[src/ntt_settings.svh]
// Global sizes of the masked inverse-NTT engine, included by every file that needs them
`ifndef NTT_SETTINGS_SVH
`define NTT_SETTINGS_SVH

// ML-KEM modulus
`define NTT_Q 3329

// Coefficient and share width
`define NTT_COEFF_W 12

// Butterfly lanes, also sets the operand and result address ranges
`define NTT_NUM_BF 4

// Cycles from lane valid_i to valid_o
`define NTT_BF_LATENCY 3

// Wishbone word address and data widths
`define NTT_WB_ADR_W 6
`define NTT_WB_DAT_W 32

`endif

[src/ntt_pkg.sv]
// Shared types and modulo-q arithmetic for the engine, referenced with scoped names
`include "ntt_settings.svh"

package ntt_pkg;

    typedef logic [`NTT_COEFF_W-1:0]         coeff_t;
    typedef logic [2*`NTT_COEFF_W-1:0]       prod_t;
    typedef logic [$clog2(`NTT_NUM_BF)-1:0]  lane_idx_t;
    typedef logic [`NTT_WB_ADR_W-1:0]        wb_adr_t;
    typedef logic [`NTT_WB_DAT_W-1:0]        wb_dat_t;

    // Feeder FSM
    typedef enum logic {
        IDLE,
        SPLIT
    } split_state_t;

    localparam coeff_t Q = coeff_t'(`NTT_Q);

    // Operands below q, one conditional subtract
    function automatic coeff_t mod_add(coeff_t a, coeff_t b);
        logic [`NTT_COEFF_W:0] sum;
        sum = {1'b0, a} + {1'b0, b};
        if (sum >= {1'b0, Q}) begin
            sum = sum - {1'b0, Q};
        end
        return sum[`NTT_COEFF_W-1:0];
    endfunction

    function automatic coeff_t mod_sub(coeff_t a, coeff_t b);
        coeff_t diff;
        if (a >= b) begin
            diff = a - b;
        end else begin
            // Wraps back into range
            diff = a + (Q - b);
        end
        return diff;
    endfunction

    function automatic coeff_t mod_mul(coeff_t a, coeff_t b);
        prod_t p;
        prod_t r;
        p = prod_t'(a) * prod_t'(b);
        r = p % prod_t'(Q);
        return r[`NTT_COEFF_W-1:0];
    endfunction

endpackage

[src/ntt_bf_array_top.sv]
// Top level of the masked inverse-NTT engine that wires the register block, feeder, lanes and collector
`include "ntt_settings.svh"

module ntt_bf_array_top (
    input  logic             clk,
    input  logic             reset_n,
    input  logic             wb_cyc_i,
    input  logic             wb_stb_i,
    input  logic             wb_we_i,
    input  ntt_pkg::wb_adr_t wb_adr_i,
    input  ntt_pkg::wb_dat_t wb_dat_i,
    output logic             wb_ack_o,
    output ntt_pkg::wb_dat_t wb_dat_o
);

    localparam int NB = `NTT_NUM_BF;
    localparam int CW = `NTT_COEFF_W;

    logic             start;
    logic             zeroize;
    logic             done;
    logic [NB*CW-1:0] op_u;
    logic [NB*CW-1:0] op_v;
    logic [NB*CW-1:0] op_w;
    logic [NB*CW-1:0] res_u;
    logic [NB*CW-1:0] res_v;
    logic [NB-1:0]    lane_valid;
    logic [NB-1:0]    bf_valid;
    ntt_pkg::coeff_t  u0;
    ntt_pkg::coeff_t  u1;
    ntt_pkg::coeff_t  v0;
    ntt_pkg::coeff_t  v1;
    ntt_pkg::coeff_t  w0;
    ntt_pkg::coeff_t  w1;
    ntt_pkg::coeff_t  rnd;
    logic [NB*CW-1:0] up0;
    logic [NB*CW-1:0] up1;
    logic [NB*CW-1:0] vp0;
    logic [NB*CW-1:0] vp1;

    ntt_wb_regs i_ntt_wb_regs (
        .clk       (clk),
        .reset_n   (reset_n),
        .wb_cyc_i  (wb_cyc_i),
        .wb_stb_i  (wb_stb_i),
        .wb_we_i   (wb_we_i),
        .wb_adr_i  (wb_adr_i),
        .wb_dat_i  (wb_dat_i),
        .wb_ack_o  (wb_ack_o),
        .wb_dat_o  (wb_dat_o),
        .done_i    (done),
        .res_u_i   (res_u),
        .res_v_i   (res_v),
        .start_o   (start),
        .zeroize_o (zeroize),
        .op_u_o    (op_u),
        .op_v_o    (op_v),
        .op_w_o    (op_w)
    );

    ntt_share_split i_ntt_share_split (
        .clk          (clk),
        .reset_n      (reset_n),
        .start_i      (start),
        .zeroize_i    (zeroize),
        .op_u_i       (op_u),
        .op_v_i       (op_v),
        .op_w_i       (op_w),
        .lane_valid_o (lane_valid),
        .u0_o         (u0),
        .u1_o         (u1),
        .v0_o         (v0),
        .v1_o         (v1),
        .w0_o         (w0),
        .w1_o         (w1),
        .rnd_o        (rnd)
    );

    // Each lane picks up its own launch bit from the common share buses
    for (genvar i = 0; i < NB; i++) begin : g_lane
        ntt_masked_gs_bf i_ntt_masked_gs_bf (
            .clk       (clk),
            .reset_n   (reset_n),
            .zeroize_i (zeroize),
            .valid_i   (lane_valid[i]),
            .u0_i      (u0),
            .u1_i      (u1),
            .v0_i      (v0),
            .v1_i      (v1),
            .w0_i      (w0),
            .w1_i      (w1),
            .rnd_i     (rnd),
            .valid_o   (bf_valid[i]),
            .up0_o     (up0[i*CW +: CW]),
            .up1_o     (up1[i*CW +: CW]),
            .vp0_o     (vp0[i*CW +: CW]),
            .vp1_o     (vp1[i*CW +: CW])
        );
    end

    ntt_unmask_collect i_ntt_unmask_collect (
        .clk       (clk),
        .reset_n   (reset_n),
        .start_i   (start),
        .zeroize_i (zeroize),
        .valid_i   (bf_valid),
        .up0_i     (up0),
        .up1_i     (up1),
        .vp0_i     (vp0),
        .vp1_i     (vp1),
        .done_o    (done),
        .res_u_o   (res_u),
        .res_v_o   (res_v)
    );

endmodule

[src/ntt_masked_gs_bf.sv]
// One masked Gentleman-Sande butterfly lane on two-share operands, three stages deep
module ntt_masked_gs_bf (
    input  logic            clk,
    input  logic            reset_n,
    input  logic            zeroize_i,
    input  logic            valid_i,
    input  ntt_pkg::coeff_t u0_i,
    input  ntt_pkg::coeff_t u1_i,
    input  ntt_pkg::coeff_t v0_i,
    input  ntt_pkg::coeff_t v1_i,
    input  ntt_pkg::coeff_t w0_i,
    input  ntt_pkg::coeff_t w1_i,
    input  ntt_pkg::coeff_t rnd_i,
    output logic            valid_o,
    output ntt_pkg::coeff_t up0_o,
    output ntt_pkg::coeff_t up1_o,
    output ntt_pkg::coeff_t vp0_o,
    output ntt_pkg::coeff_t vp1_o
);

    logic            s1_valid;
    logic            s2_valid;

    // Stage 1: share-wise sum and difference
    ntt_pkg::coeff_t s1_a0;
    ntt_pkg::coeff_t s1_a1;
    ntt_pkg::coeff_t s1_d0;
    ntt_pkg::coeff_t s1_d1;
    ntt_pkg::coeff_t s1_w0;
    ntt_pkg::coeff_t s1_w1;
    ntt_pkg::coeff_t s1_rnd;

    // Stage 2: cross products, refresh already folded in
    ntt_pkg::coeff_t s2_a0;
    ntt_pkg::coeff_t s2_a1;
    ntt_pkg::coeff_t s2_p00;
    ntt_pkg::coeff_t s2_p01;
    ntt_pkg::coeff_t s2_p10;
    ntt_pkg::coeff_t s2_p11;

    always_ff @(posedge clk or negedge reset_n) begin
        if (!reset_n) begin
            s1_valid <= 1'b0;
            s2_valid <= 1'b0;
            valid_o  <= 1'b0;
        end else if (zeroize_i) begin
            s1_valid <= 1'b0;
            s2_valid <= 1'b0;
            valid_o  <= 1'b0;
        end else begin
            s1_valid <= valid_i;
            s2_valid <= s1_valid;
            valid_o  <= s2_valid;
        end
    end

    // Share data is wiped by zeroize so no secret lingers in the pipe
    always_ff @(posedge clk) begin
        if (zeroize_i) begin
            s1_a0  <= '0;
            s1_a1  <= '0;
            s1_d0  <= '0;
            s1_d1  <= '0;
            s1_w0  <= '0;
            s1_w1  <= '0;
            s1_rnd <= '0;
            s2_a0  <= '0;
            s2_a1  <= '0;
            s2_p00 <= '0;
            s2_p01 <= '0;
            s2_p10 <= '0;
            s2_p11 <= '0;
            up0_o  <= '0;
            up1_o  <= '0;
            vp0_o  <= '0;
            vp1_o  <= '0;
        end else begin
            s1_a0  <= ntt_pkg::mod_add(u0_i, v0_i);
            s1_a1  <= ntt_pkg::mod_add(u1_i, v1_i);
            s1_d0  <= ntt_pkg::mod_sub(u0_i, v0_i);
            s1_d1  <= ntt_pkg::mod_sub(u1_i, v1_i);
            s1_w0  <= w0_i;
            s1_w1  <= w1_i;
            s1_rnd <= rnd_i;

            // (d0 + d1)(w0 + w1), refresh cancels across the two output shares
            s2_a0  <= s1_a0;
            s2_a1  <= s1_a1;
            s2_p00 <= ntt_pkg::mod_add(ntt_pkg::mod_mul(s1_d0, s1_w0), s1_rnd);
            s2_p01 <= ntt_pkg::mod_mul(s1_d0, s1_w1);
            s2_p10 <= ntt_pkg::mod_mul(s1_d1, s1_w0);
            s2_p11 <= ntt_pkg::mod_sub(ntt_pkg::mod_mul(s1_d1, s1_w1), s1_rnd);

            up0_o  <= s2_a0;
            up1_o  <= s2_a1;
            vp0_o  <= ntt_pkg::mod_add(s2_p00, s2_p01);
            vp1_o  <= ntt_pkg::mod_add(s2_p11, s2_p10);
        end
    end

endmodule

[src/ntt_share_split.sv]
// Feeder that launches one lane per cycle with freshly masked operand shares
`include "ntt_settings.svh"

module ntt_share_split (
    input  logic                                clk,
    input  logic                                reset_n,
    input  logic                                start_i,
    input  logic                                zeroize_i,
    input  logic [`NTT_NUM_BF*`NTT_COEFF_W-1:0] op_u_i,
    input  logic [`NTT_NUM_BF*`NTT_COEFF_W-1:0] op_v_i,
    input  logic [`NTT_NUM_BF*`NTT_COEFF_W-1:0] op_w_i,
    output logic [`NTT_NUM_BF-1:0]              lane_valid_o,
    output ntt_pkg::coeff_t                     u0_o,
    output ntt_pkg::coeff_t                     u1_o,
    output ntt_pkg::coeff_t                     v0_o,
    output ntt_pkg::coeff_t                     v1_o,
    output ntt_pkg::coeff_t                     w0_o,
    output ntt_pkg::coeff_t                     w1_o,
    output ntt_pkg::coeff_t                     rnd_o
);

    localparam int          CW        = `NTT_COEFF_W;
    localparam logic [63:0] PRNG_SEED = 64'h9e37_79b9_7f4a_7c15;

    ntt_pkg::split_state_t state;
    ntt_pkg::lane_idx_t    lane_idx;
    logic [63:0]           prng;
    logic [63:0]           prng_next;
    ntt_pkg::coeff_t       r_u;
    ntt_pkg::coeff_t       r_v;
    ntt_pkg::coeff_t       r_w;

    // Fold a raw draw into [0, q)
    function automatic ntt_pkg::coeff_t fold_q(ntt_pkg::coeff_t d);
        return (d >= ntt_pkg::Q) ? d - ntt_pkg::Q : d;
    endfunction

    // xorshift64
    always_comb begin
        prng_next = prng ^ (prng << 13);
        prng_next = prng_next ^ (prng_next >> 7);
        prng_next = prng_next ^ (prng_next << 17);
    end

    always_ff @(posedge clk or negedge reset_n) begin
        if (!reset_n) begin
            state    <= ntt_pkg::IDLE;
            lane_idx <= '0;
            prng     <= PRNG_SEED;
        end else begin
            prng <= prng_next;
            if (zeroize_i) begin
                state    <= ntt_pkg::IDLE;
                lane_idx <= '0;
            end else begin
                case (state)
                    ntt_pkg::IDLE: begin
                        if (start_i) begin
                            state    <= ntt_pkg::SPLIT;
                            lane_idx <= '0;
                        end
                    end
                    ntt_pkg::SPLIT: begin
                        if (lane_idx == ntt_pkg::lane_idx_t'(`NTT_NUM_BF - 1)) begin
                            state <= ntt_pkg::IDLE;
                        end else begin
                            lane_idx <= lane_idx + 1'b1;
                        end
                    end
                    default: state <= ntt_pkg::IDLE;
                endcase
            end
        end
    end

    // Four draws per cycle: three masks and the refresh term
    assign r_u   = fold_q(prng[CW-1:0]);
    assign r_v   = fold_q(prng[16 +: CW]);
    assign r_w   = fold_q(prng[32 +: CW]);
    assign rnd_o = fold_q(prng[48 +: CW]);

    assign u0_o = r_u;
    assign v0_o = r_v;
    assign w0_o = r_w;
    assign u1_o = ntt_pkg::mod_sub(op_u_i[lane_idx*CW +: CW], r_u);
    assign v1_o = ntt_pkg::mod_sub(op_v_i[lane_idx*CW +: CW], r_v);
    assign w1_o = ntt_pkg::mod_sub(op_w_i[lane_idx*CW +: CW], r_w);

    always_comb begin
        lane_valid_o = '0;
        if (state == ntt_pkg::SPLIT) begin
            lane_valid_o[lane_idx] = 1'b1;
        end
    end

endmodule

[src/ntt_unmask_collect.sv]
// Drain that recombines lane output shares, holds results and flags completion
`include "ntt_settings.svh"

module ntt_unmask_collect (
    input  logic                                clk,
    input  logic                                reset_n,
    input  logic                                start_i,
    input  logic                                zeroize_i,
    input  logic [`NTT_NUM_BF-1:0]              valid_i,
    input  logic [`NTT_NUM_BF*`NTT_COEFF_W-1:0] up0_i,
    input  logic [`NTT_NUM_BF*`NTT_COEFF_W-1:0] up1_i,
    input  logic [`NTT_NUM_BF*`NTT_COEFF_W-1:0] vp0_i,
    input  logic [`NTT_NUM_BF*`NTT_COEFF_W-1:0] vp1_i,
    output logic                                done_o,
    output logic [`NTT_NUM_BF*`NTT_COEFF_W-1:0] res_u_o,
    output logic [`NTT_NUM_BF*`NTT_COEFF_W-1:0] res_v_o
);

    localparam int NB = `NTT_NUM_BF;
    localparam int CW = `NTT_COEFF_W;

    // One mark per lane that has reported this run
    logic [NB-1:0] recv;

    always_ff @(posedge clk or negedge reset_n) begin
        if (!reset_n) begin
            recv    <= '0;
            done_o  <= 1'b0;
            res_u_o <= '0;
            res_v_o <= '0;
        end else if (zeroize_i) begin
            recv    <= '0;
            done_o  <= 1'b0;
            res_u_o <= '0;
            res_v_o <= '0;
        end else begin
            if (start_i) begin
                recv   <= '0;
                done_o <= 1'b0;
            end else begin
                done_o <= &recv;
            end
            for (int i = 0; i < NB; i++) begin
                if (valid_i[i]) begin
                    res_u_o[i*CW +: CW] <= ntt_pkg::mod_add(up0_i[i*CW +: CW],
                                                            up1_i[i*CW +: CW]);
                    res_v_o[i*CW +: CW] <= ntt_pkg::mod_add(vp0_i[i*CW +: CW],
                                                            vp1_i[i*CW +: CW]);
                    recv[i] <= 1'b1;
                end
            end
        end
    end

endmodule

[src/ntt_wb_regs.sv]
// Wishbone classic slave holding operands, run control, status and result readback
`include "ntt_settings.svh"

module ntt_wb_regs (
    input  logic                                clk,
    input  logic                                reset_n,
    input  logic                                wb_cyc_i,
    input  logic                                wb_stb_i,
    input  logic                                wb_we_i,
    input  ntt_pkg::wb_adr_t                    wb_adr_i,
    input  ntt_pkg::wb_dat_t                    wb_dat_i,
    output logic                                wb_ack_o,
    output ntt_pkg::wb_dat_t                    wb_dat_o,
    input  logic                                done_i,
    input  logic [`NTT_NUM_BF*`NTT_COEFF_W-1:0] res_u_i,
    input  logic [`NTT_NUM_BF*`NTT_COEFF_W-1:0] res_v_i,
    output logic                                start_o,
    output logic                                zeroize_o,
    output logic [`NTT_NUM_BF*`NTT_COEFF_W-1:0] op_u_o,
    output logic [`NTT_NUM_BF*`NTT_COEFF_W-1:0] op_v_o,
    output logic [`NTT_NUM_BF*`NTT_COEFF_W-1:0] op_w_o
);

    localparam int NB = `NTT_NUM_BF;
    localparam int CW = `NTT_COEFF_W;

    // Word address map
    localparam int ADR_CTRL     = 0;
    localparam int ADR_STATUS   = 1;
    localparam int ADR_OP_BASE  = 16;
    localparam int ADR_RES_BASE = 32;

    logic             req;
    logic             wr_cyc;
    logic             ctrl_wr;
    logic             start_set;
    logic             busy;
    ntt_pkg::wb_dat_t rd_data;

    // New request, not yet acknowledged
    assign req = wb_cyc_i && wb_stb_i && !wb_ack_o;

    // Writes take effect in the ack cycle
    assign wr_cyc  = wb_cyc_i && wb_stb_i && wb_we_i && wb_ack_o;
    assign ctrl_wr = wr_cyc && (wb_adr_i == ntt_pkg::wb_adr_t'(ADR_CTRL));

    // Zeroize bit wins over start, and start is dropped while busy
    assign start_set = ctrl_wr && wb_dat_i[0] && !wb_dat_i[1] && !busy;

    always_ff @(posedge clk or negedge reset_n) begin
        if (!reset_n) begin
            wb_ack_o  <= 1'b0;
            wb_dat_o  <= '0;
            start_o   <= 1'b0;
            zeroize_o <= 1'b0;
            busy      <= 1'b0;
        end else begin
            wb_ack_o  <= req;
            wb_dat_o  <= req ? rd_data : '0;
            start_o   <= start_set;
            zeroize_o <= ctrl_wr && wb_dat_i[1];
            if (zeroize_o) begin
                busy <= 1'b0;
            end else if (start_set) begin
                busy <= 1'b1;
            // Done of the previous run is still high during the start pulse
            end else if (done_i && !start_o) begin
                busy <= 1'b0;
            end
        end
    end

    // Operand registers survive zeroize
    always_ff @(posedge clk) begin
        for (int i = 0; i < NB; i++) begin
            if (wr_cyc && wb_adr_i == ntt_pkg::wb_adr_t'(ADR_OP_BASE + 4 * i)) begin
                op_u_o[i*CW +: CW] <= wb_dat_i[CW-1:0];
            end
            if (wr_cyc && wb_adr_i == ntt_pkg::wb_adr_t'(ADR_OP_BASE + 4 * i + 1)) begin
                op_v_o[i*CW +: CW] <= wb_dat_i[CW-1:0];
            end
            if (wr_cyc && wb_adr_i == ntt_pkg::wb_adr_t'(ADR_OP_BASE + 4 * i + 2)) begin
                op_w_o[i*CW +: CW] <= wb_dat_i[CW-1:0];
            end
        end
    end

    // Read mux, unmapped addresses stay 0
    always_comb begin
        rd_data = '0;
        if (wb_adr_i == ntt_pkg::wb_adr_t'(ADR_STATUS)) begin
            rd_data = ntt_pkg::wb_dat_t'({done_i, busy});
        end
        for (int i = 0; i < NB; i++) begin
            if (wb_adr_i == ntt_pkg::wb_adr_t'(ADR_OP_BASE + 4 * i)) begin
                rd_data = ntt_pkg::wb_dat_t'(op_u_o[i*CW +: CW]);
            end
            if (wb_adr_i == ntt_pkg::wb_adr_t'(ADR_OP_BASE + 4 * i + 1)) begin
                rd_data = ntt_pkg::wb_dat_t'(op_v_o[i*CW +: CW]);
            end
            if (wb_adr_i == ntt_pkg::wb_adr_t'(ADR_OP_BASE + 4 * i + 2)) begin
                rd_data = ntt_pkg::wb_dat_t'(op_w_o[i*CW +: CW]);
            end
            if (wb_adr_i == ntt_pkg::wb_adr_t'(ADR_RES_BASE + 2 * i)) begin
                rd_data = ntt_pkg::wb_dat_t'(res_u_i[i*CW +: CW]);
            end
            if (wb_adr_i == ntt_pkg::wb_adr_t'(ADR_RES_BASE + 2 * i + 1)) begin
                rd_data = ntt_pkg::wb_dat_t'(res_v_i[i*CW +: CW]);
            end
        end
    end

endmodule

[config.mk]
export PLATFORM = sky130hd
export DESIGN_NAME = ntt_bf_array_top
export DESIGN_NICKNAME = d
export VERILOG_FILES = /design/src/ntt_pkg.sv /design/src/ntt_bf_array_top.sv /design/src/ntt_masked_gs_bf.sv /design/src/ntt_share_split.sv /design/src/ntt_unmask_collect.sv /design/src/ntt_wb_regs.sv
export VERILOG_INCLUDE_DIRS = /design/src /design/src/src
export SDC_FILE = /design/constraint.sdc
export NUM_CORES = 2
export LEC_CHECK = 0
export BUFFER_PORTS_ARGS = -buffer_cell sky130_fd_sc_hd__buf_2
export CORE_MARGIN = 2
export CORE_UTILIZATION = 65
export DETAILED_ROUTE_END_ITERATION = 8
export PLACE_DENSITY = 0.83
export SETUP_SLACK_MARGIN = 0.1
export SYNTH_ARGS = -nofsm -noshare
export SYNTH_HDL_FRONTEND = slang
export SYNTH_SLANG_ARGS = --single-unit
[constraint.sdc]
create_clock -name clk -period 30.1 [get_ports clk]
set_clock_uncertainty 0.1 [all_clocks]
set_input_delay 1.505 -clock clk [delete_from_list [all_inputs] [get_ports clk]]
set_output_delay 1.505 -clock clk [all_outputs]
set_load 0.02 [all_outputs]
==> impl_metrics.csv <==
group,metric,value,unit
clocking,cts.sinks,544,
synthesis,syn-cell-area,75500,um2
cells_and_area,fillers,9205,
setup_path,crit_path_end_kind,"flop",
placed_design,place_inst,10400,
synthesis,seq_area_frac_synth,17.7,%
synthesis,ys_warn_count,0,
synthesis,synth.area.top_cells,"fa_1 12%, ha_1 8.7%, xnor2_1 6.5%, edfxtp_1 5.7%, dfxtp_1 5.4%",
clocking,cts_buffers,55,
grt,grtUsageTotal,34.7,%
setup_path,crit_fanout,24,
floorplan,die-area,119000,um2
cells_and_area,multi_input_area,57500,um2
synthesis,postSynthCellCount,9137,
drt,wl_per_cell,20.0,um
clocking,cts_hold_buf,0,
hold_path,min_from,"g_lane[2].i_ntt_masked_gs_bf.s1_a1[7]",
clocking,postCtsSetupBuffers,0,
floorplan,ioPinCount,76,
floorplan,initial_utilization,65.3,%
cells_and_area,final_nets,9948,
floorplan,coreArea,116000,um2
setup_path,r2r_end,"g_lane[2].i_ntt_masked_gs_bf.s2_p00[5]",
placed_design,gp_congestion,1.01,
clocking,cts_tree,"done",
grt,grt_max_degree,89,
grt,grt_pass1_vias,66800,
run,cap_viol_max_count,0,
grt,grt-ovfl-total,0,
timing,tns,0,ns
timing,fin_crit_sh,89.7,%
timing,rsz0062_at_grt,"no",
timing,worst_pin_slew,1.32,ns
drt,route.detailed.drc,0,
floorplan,die_y,345,um
clocking,clockBufferDepth,3,
setup_path,cpMaxStageDelayCell,"dfxtp_1",
hold_path,hold_path_end,"g_lane[2].i_ntt_masked_gs_bf.s2_a1[7]",
setup_path,setup.worst_path.class,"reg -> reg",
synthesis,synth_edf_count,144,
hold_path,whs_path_depth,1,
synthesis,yosys_register_bits,544,
floorplan,rows,125,
drt,antenna_left,0,
synthesis,synth-async-reset-ratio,36.0,%
timing,setup_viol,0,
clocking,cts_resized,0,
placed_design,portBuffers,35,
setup_path,rr_worst_depth,80,
grt,grt_pass1_wl,341000,um
cells_and_area,drive_above_1_share,7.17,%
synthesis,yosysMostFrequentCell,"nand2_1",
clocking,cts-root-buf,"clkbuf_16",
drt,routed_wl,210000,um
outcome,outcome,"complete, no violations",
synthesis,synth_cell_types,172,
synthesis,syn_avg_cell_area,8.27,um2
setup_path,rrSetupSlack,3.11,ns
grt,antenna_found_initial,4,
timing,setup_ws,3.11,ns
cells_and_area,regArea,13400,um2
clocking,clkLatencyLatePin,0.65,ns
drt,first_iter_violations,6761,
clocking,clk_pin_slew_worst_paths,0.07,ns
placed_design,dpl.hpwl,160000,um
synthesis,synth_top_area_share,11.8,%
setup_path,slowest_delay,1.01,ns
clocking,cts_max_level,2,
cells_and_area,synthToLayoutAreaGrowth,3.94,%
timing,max_slew_margin,11.5,%
synthesis,synth_commonest_cells,"881 x nand2_1, 793 x inv_1, 662 x nor2_1, 563 x xnor2_1, 527 x a21oi_1",
hold_path,hp-class,"reg -> reg",
timing,period_needed,26.99,ns
timing,slew_violations,0,
setup_path,cp-start-kind,"flop",
setup_path,cpMostUsedCell,"inv_1",
cells_and_area,final_cell_count_no_fill,10500,
drt,vias_per_cell,6.58,
drt,first_pass_iters,8,
setup_path,required,30.50,ns
synthesis,synth.largest_area_cell,"fa_1",
drt,vias,69100,
placed_design,place_worst_setup_slack,3.84,ns
synthesis,ys.flop_type,"dfxtp_1",
timing,finalHoldViolations,0,
floorplan,die_w,345,um
timing,fmaxAchievable,37.0,MHz
setup_path,r2r_start,"g_lane[2].i_ntt_masked_gs_bf.s1_w0[5]",
setup_path,crit_arrival,27.40,ns
[layout make-up]
type	instances	share of cell area, %
diodes	4	0.0127
clock inverters	31	0.559
inverters	796	3.81
well taps	1524	2.43
clock buffers	73	1.95
flip-flops and latches	544	17.0
multi-input cells	7421	73.2
repair buffers	115	0.999
[kinds of logic (layout without fill, tap and decap cells)]
logic type | Yosys count | count (layout) | synth area share (%)
xor+xnor | 826 | 826 | 9.74
compound gates | 2370 | 2370 | 22.4
flops | 544 | 544 | 17.7
simple gates | 3082 | 3082 | 20.6
buf+inv | 1191 | 1015 | 6.37
fa+ha+maj | 982 | 982 | 20.7
mux | 141 | 141 | 2.55
other cells | 1 | 24 | 0.00496
[state kept, by name, indices dropped and copies added (netlist names), 48 cells and up]
| signal | cells |
|---|---|
| i_ntt_wb_regs.op_w_o | 48 |
| i_ntt_wb_regs.op_v_o | 48 |
| i_ntt_unmask_collect.res_v_o | 48 |
| i_ntt_wb_regs.op_u_o | 48 |
| i_ntt_share_split.prng | 64 |
| i_ntt_unmask_collect.res_u_o | 48 |
[worst max-delay path by stage]
stage,slack [ns],cells past startpoint,from,to
after floorplan,9.02,81,g_lane[2].i_ntt_masked_gs_bf.s1_w0[8],g_lane[2].i_ntt_masked_gs_bf.s2_p00[7]
after global placement,4.53,77,g_lane[2].i_ntt_masked_gs_bf.s1_w0[5],g_lane[2].i_ntt_masked_gs_bf.s2_p00[7]
after detailed placement,3.84,77,g_lane[2].i_ntt_masked_gs_bf.s1_w0[5],g_lane[2].i_ntt_masked_gs_bf.s2_p00[7]
after CTS,3.61,78,g_lane[2].i_ntt_masked_gs_bf.s1_w0[5],g_lane[2].i_ntt_masked_gs_bf.s2_p00[7]
after global routing,1.21,79,g_lane[2].i_ntt_masked_gs_bf.s1_w0[5],g_lane[2].i_ntt_masked_gs_bf.s2_p00[7]
final,3.11,80,g_lane[2].i_ntt_masked_gs_bf.s1_w0[5],g_lane[2].i_ntt_masked_gs_bf.s2_p00[5]
[worst max-delay path, delay by kind of cell, from the launching register on]
kind                       cells  cell delay [ns]
DFF                            1             1.01
muxes                          3             1.36
AOI/OAI and AO/OA             34            12.01
and+or+nand+nor               22             6.35
xor gates and xnor gates       6             1.76
adders and majority gates      9             3.77
buffers and inverters          6             0.48
[layout by cell type (no fill, tap or decap), types with 41 or more instances in the layout]
cell and count:
o22ai_1 41, a31oi_1 124, or3_1 89, mux2i_1 59, dfrtp_1 156, nor2_1 662
edfxtp_1 144, o31ai_1 56, o21ai_1 55, a21oi_1 527, xnor2_1 563, nand2b_1 85
o21bai_1 107, buf_4 80, a22o_1 85, ha_1 525, and2_1 292, a211oi_1 97
nor3_1 219, xor2_1 248, inv_1 793, nand3_1 203, clkbuf_16 55, nor4_1 68
o21a_1 47, fa_1 447, o211ai_1 70, nand4_1 98, nor2b_1 120, and3_1 64
mux2_2 41, a22oi_1 82, or2_2 49, nand2_1 881, a21o_1 117, dfxtp_1 204
o21ai_0 338
[stage by stage]
stage	hold slack [ns]	area [um2]	util, %
2_1_floorplan	0.314	75600	-
3_3_place_gp	0.317	76500	66.1
3_5_place_dp	0.326	76500	66.1
4_1_cts	0.329	78500	67.8
5_1_grt	0.353	78500	67.8
6_report	0.330	78500	67.8
[metal layers]
metal / part of all wire, % / wire (um) / track usage [%] / up-vias
li1: - / - / - / 32000
met1: 40 / 85200 / 45.3 / 33300
met2: 46 / 97500 / 57.4 / 3153
met3: 8.5 / 17900 / 5.15 / 615
met4: 4.7 / 9820 / 14.7 / 0
met5: 0 / 0 / 0 / -
Power is left out: the tool's default activity adds up to more than one toggle a clock period on the data nets, which glitch-free logic cannot reach.
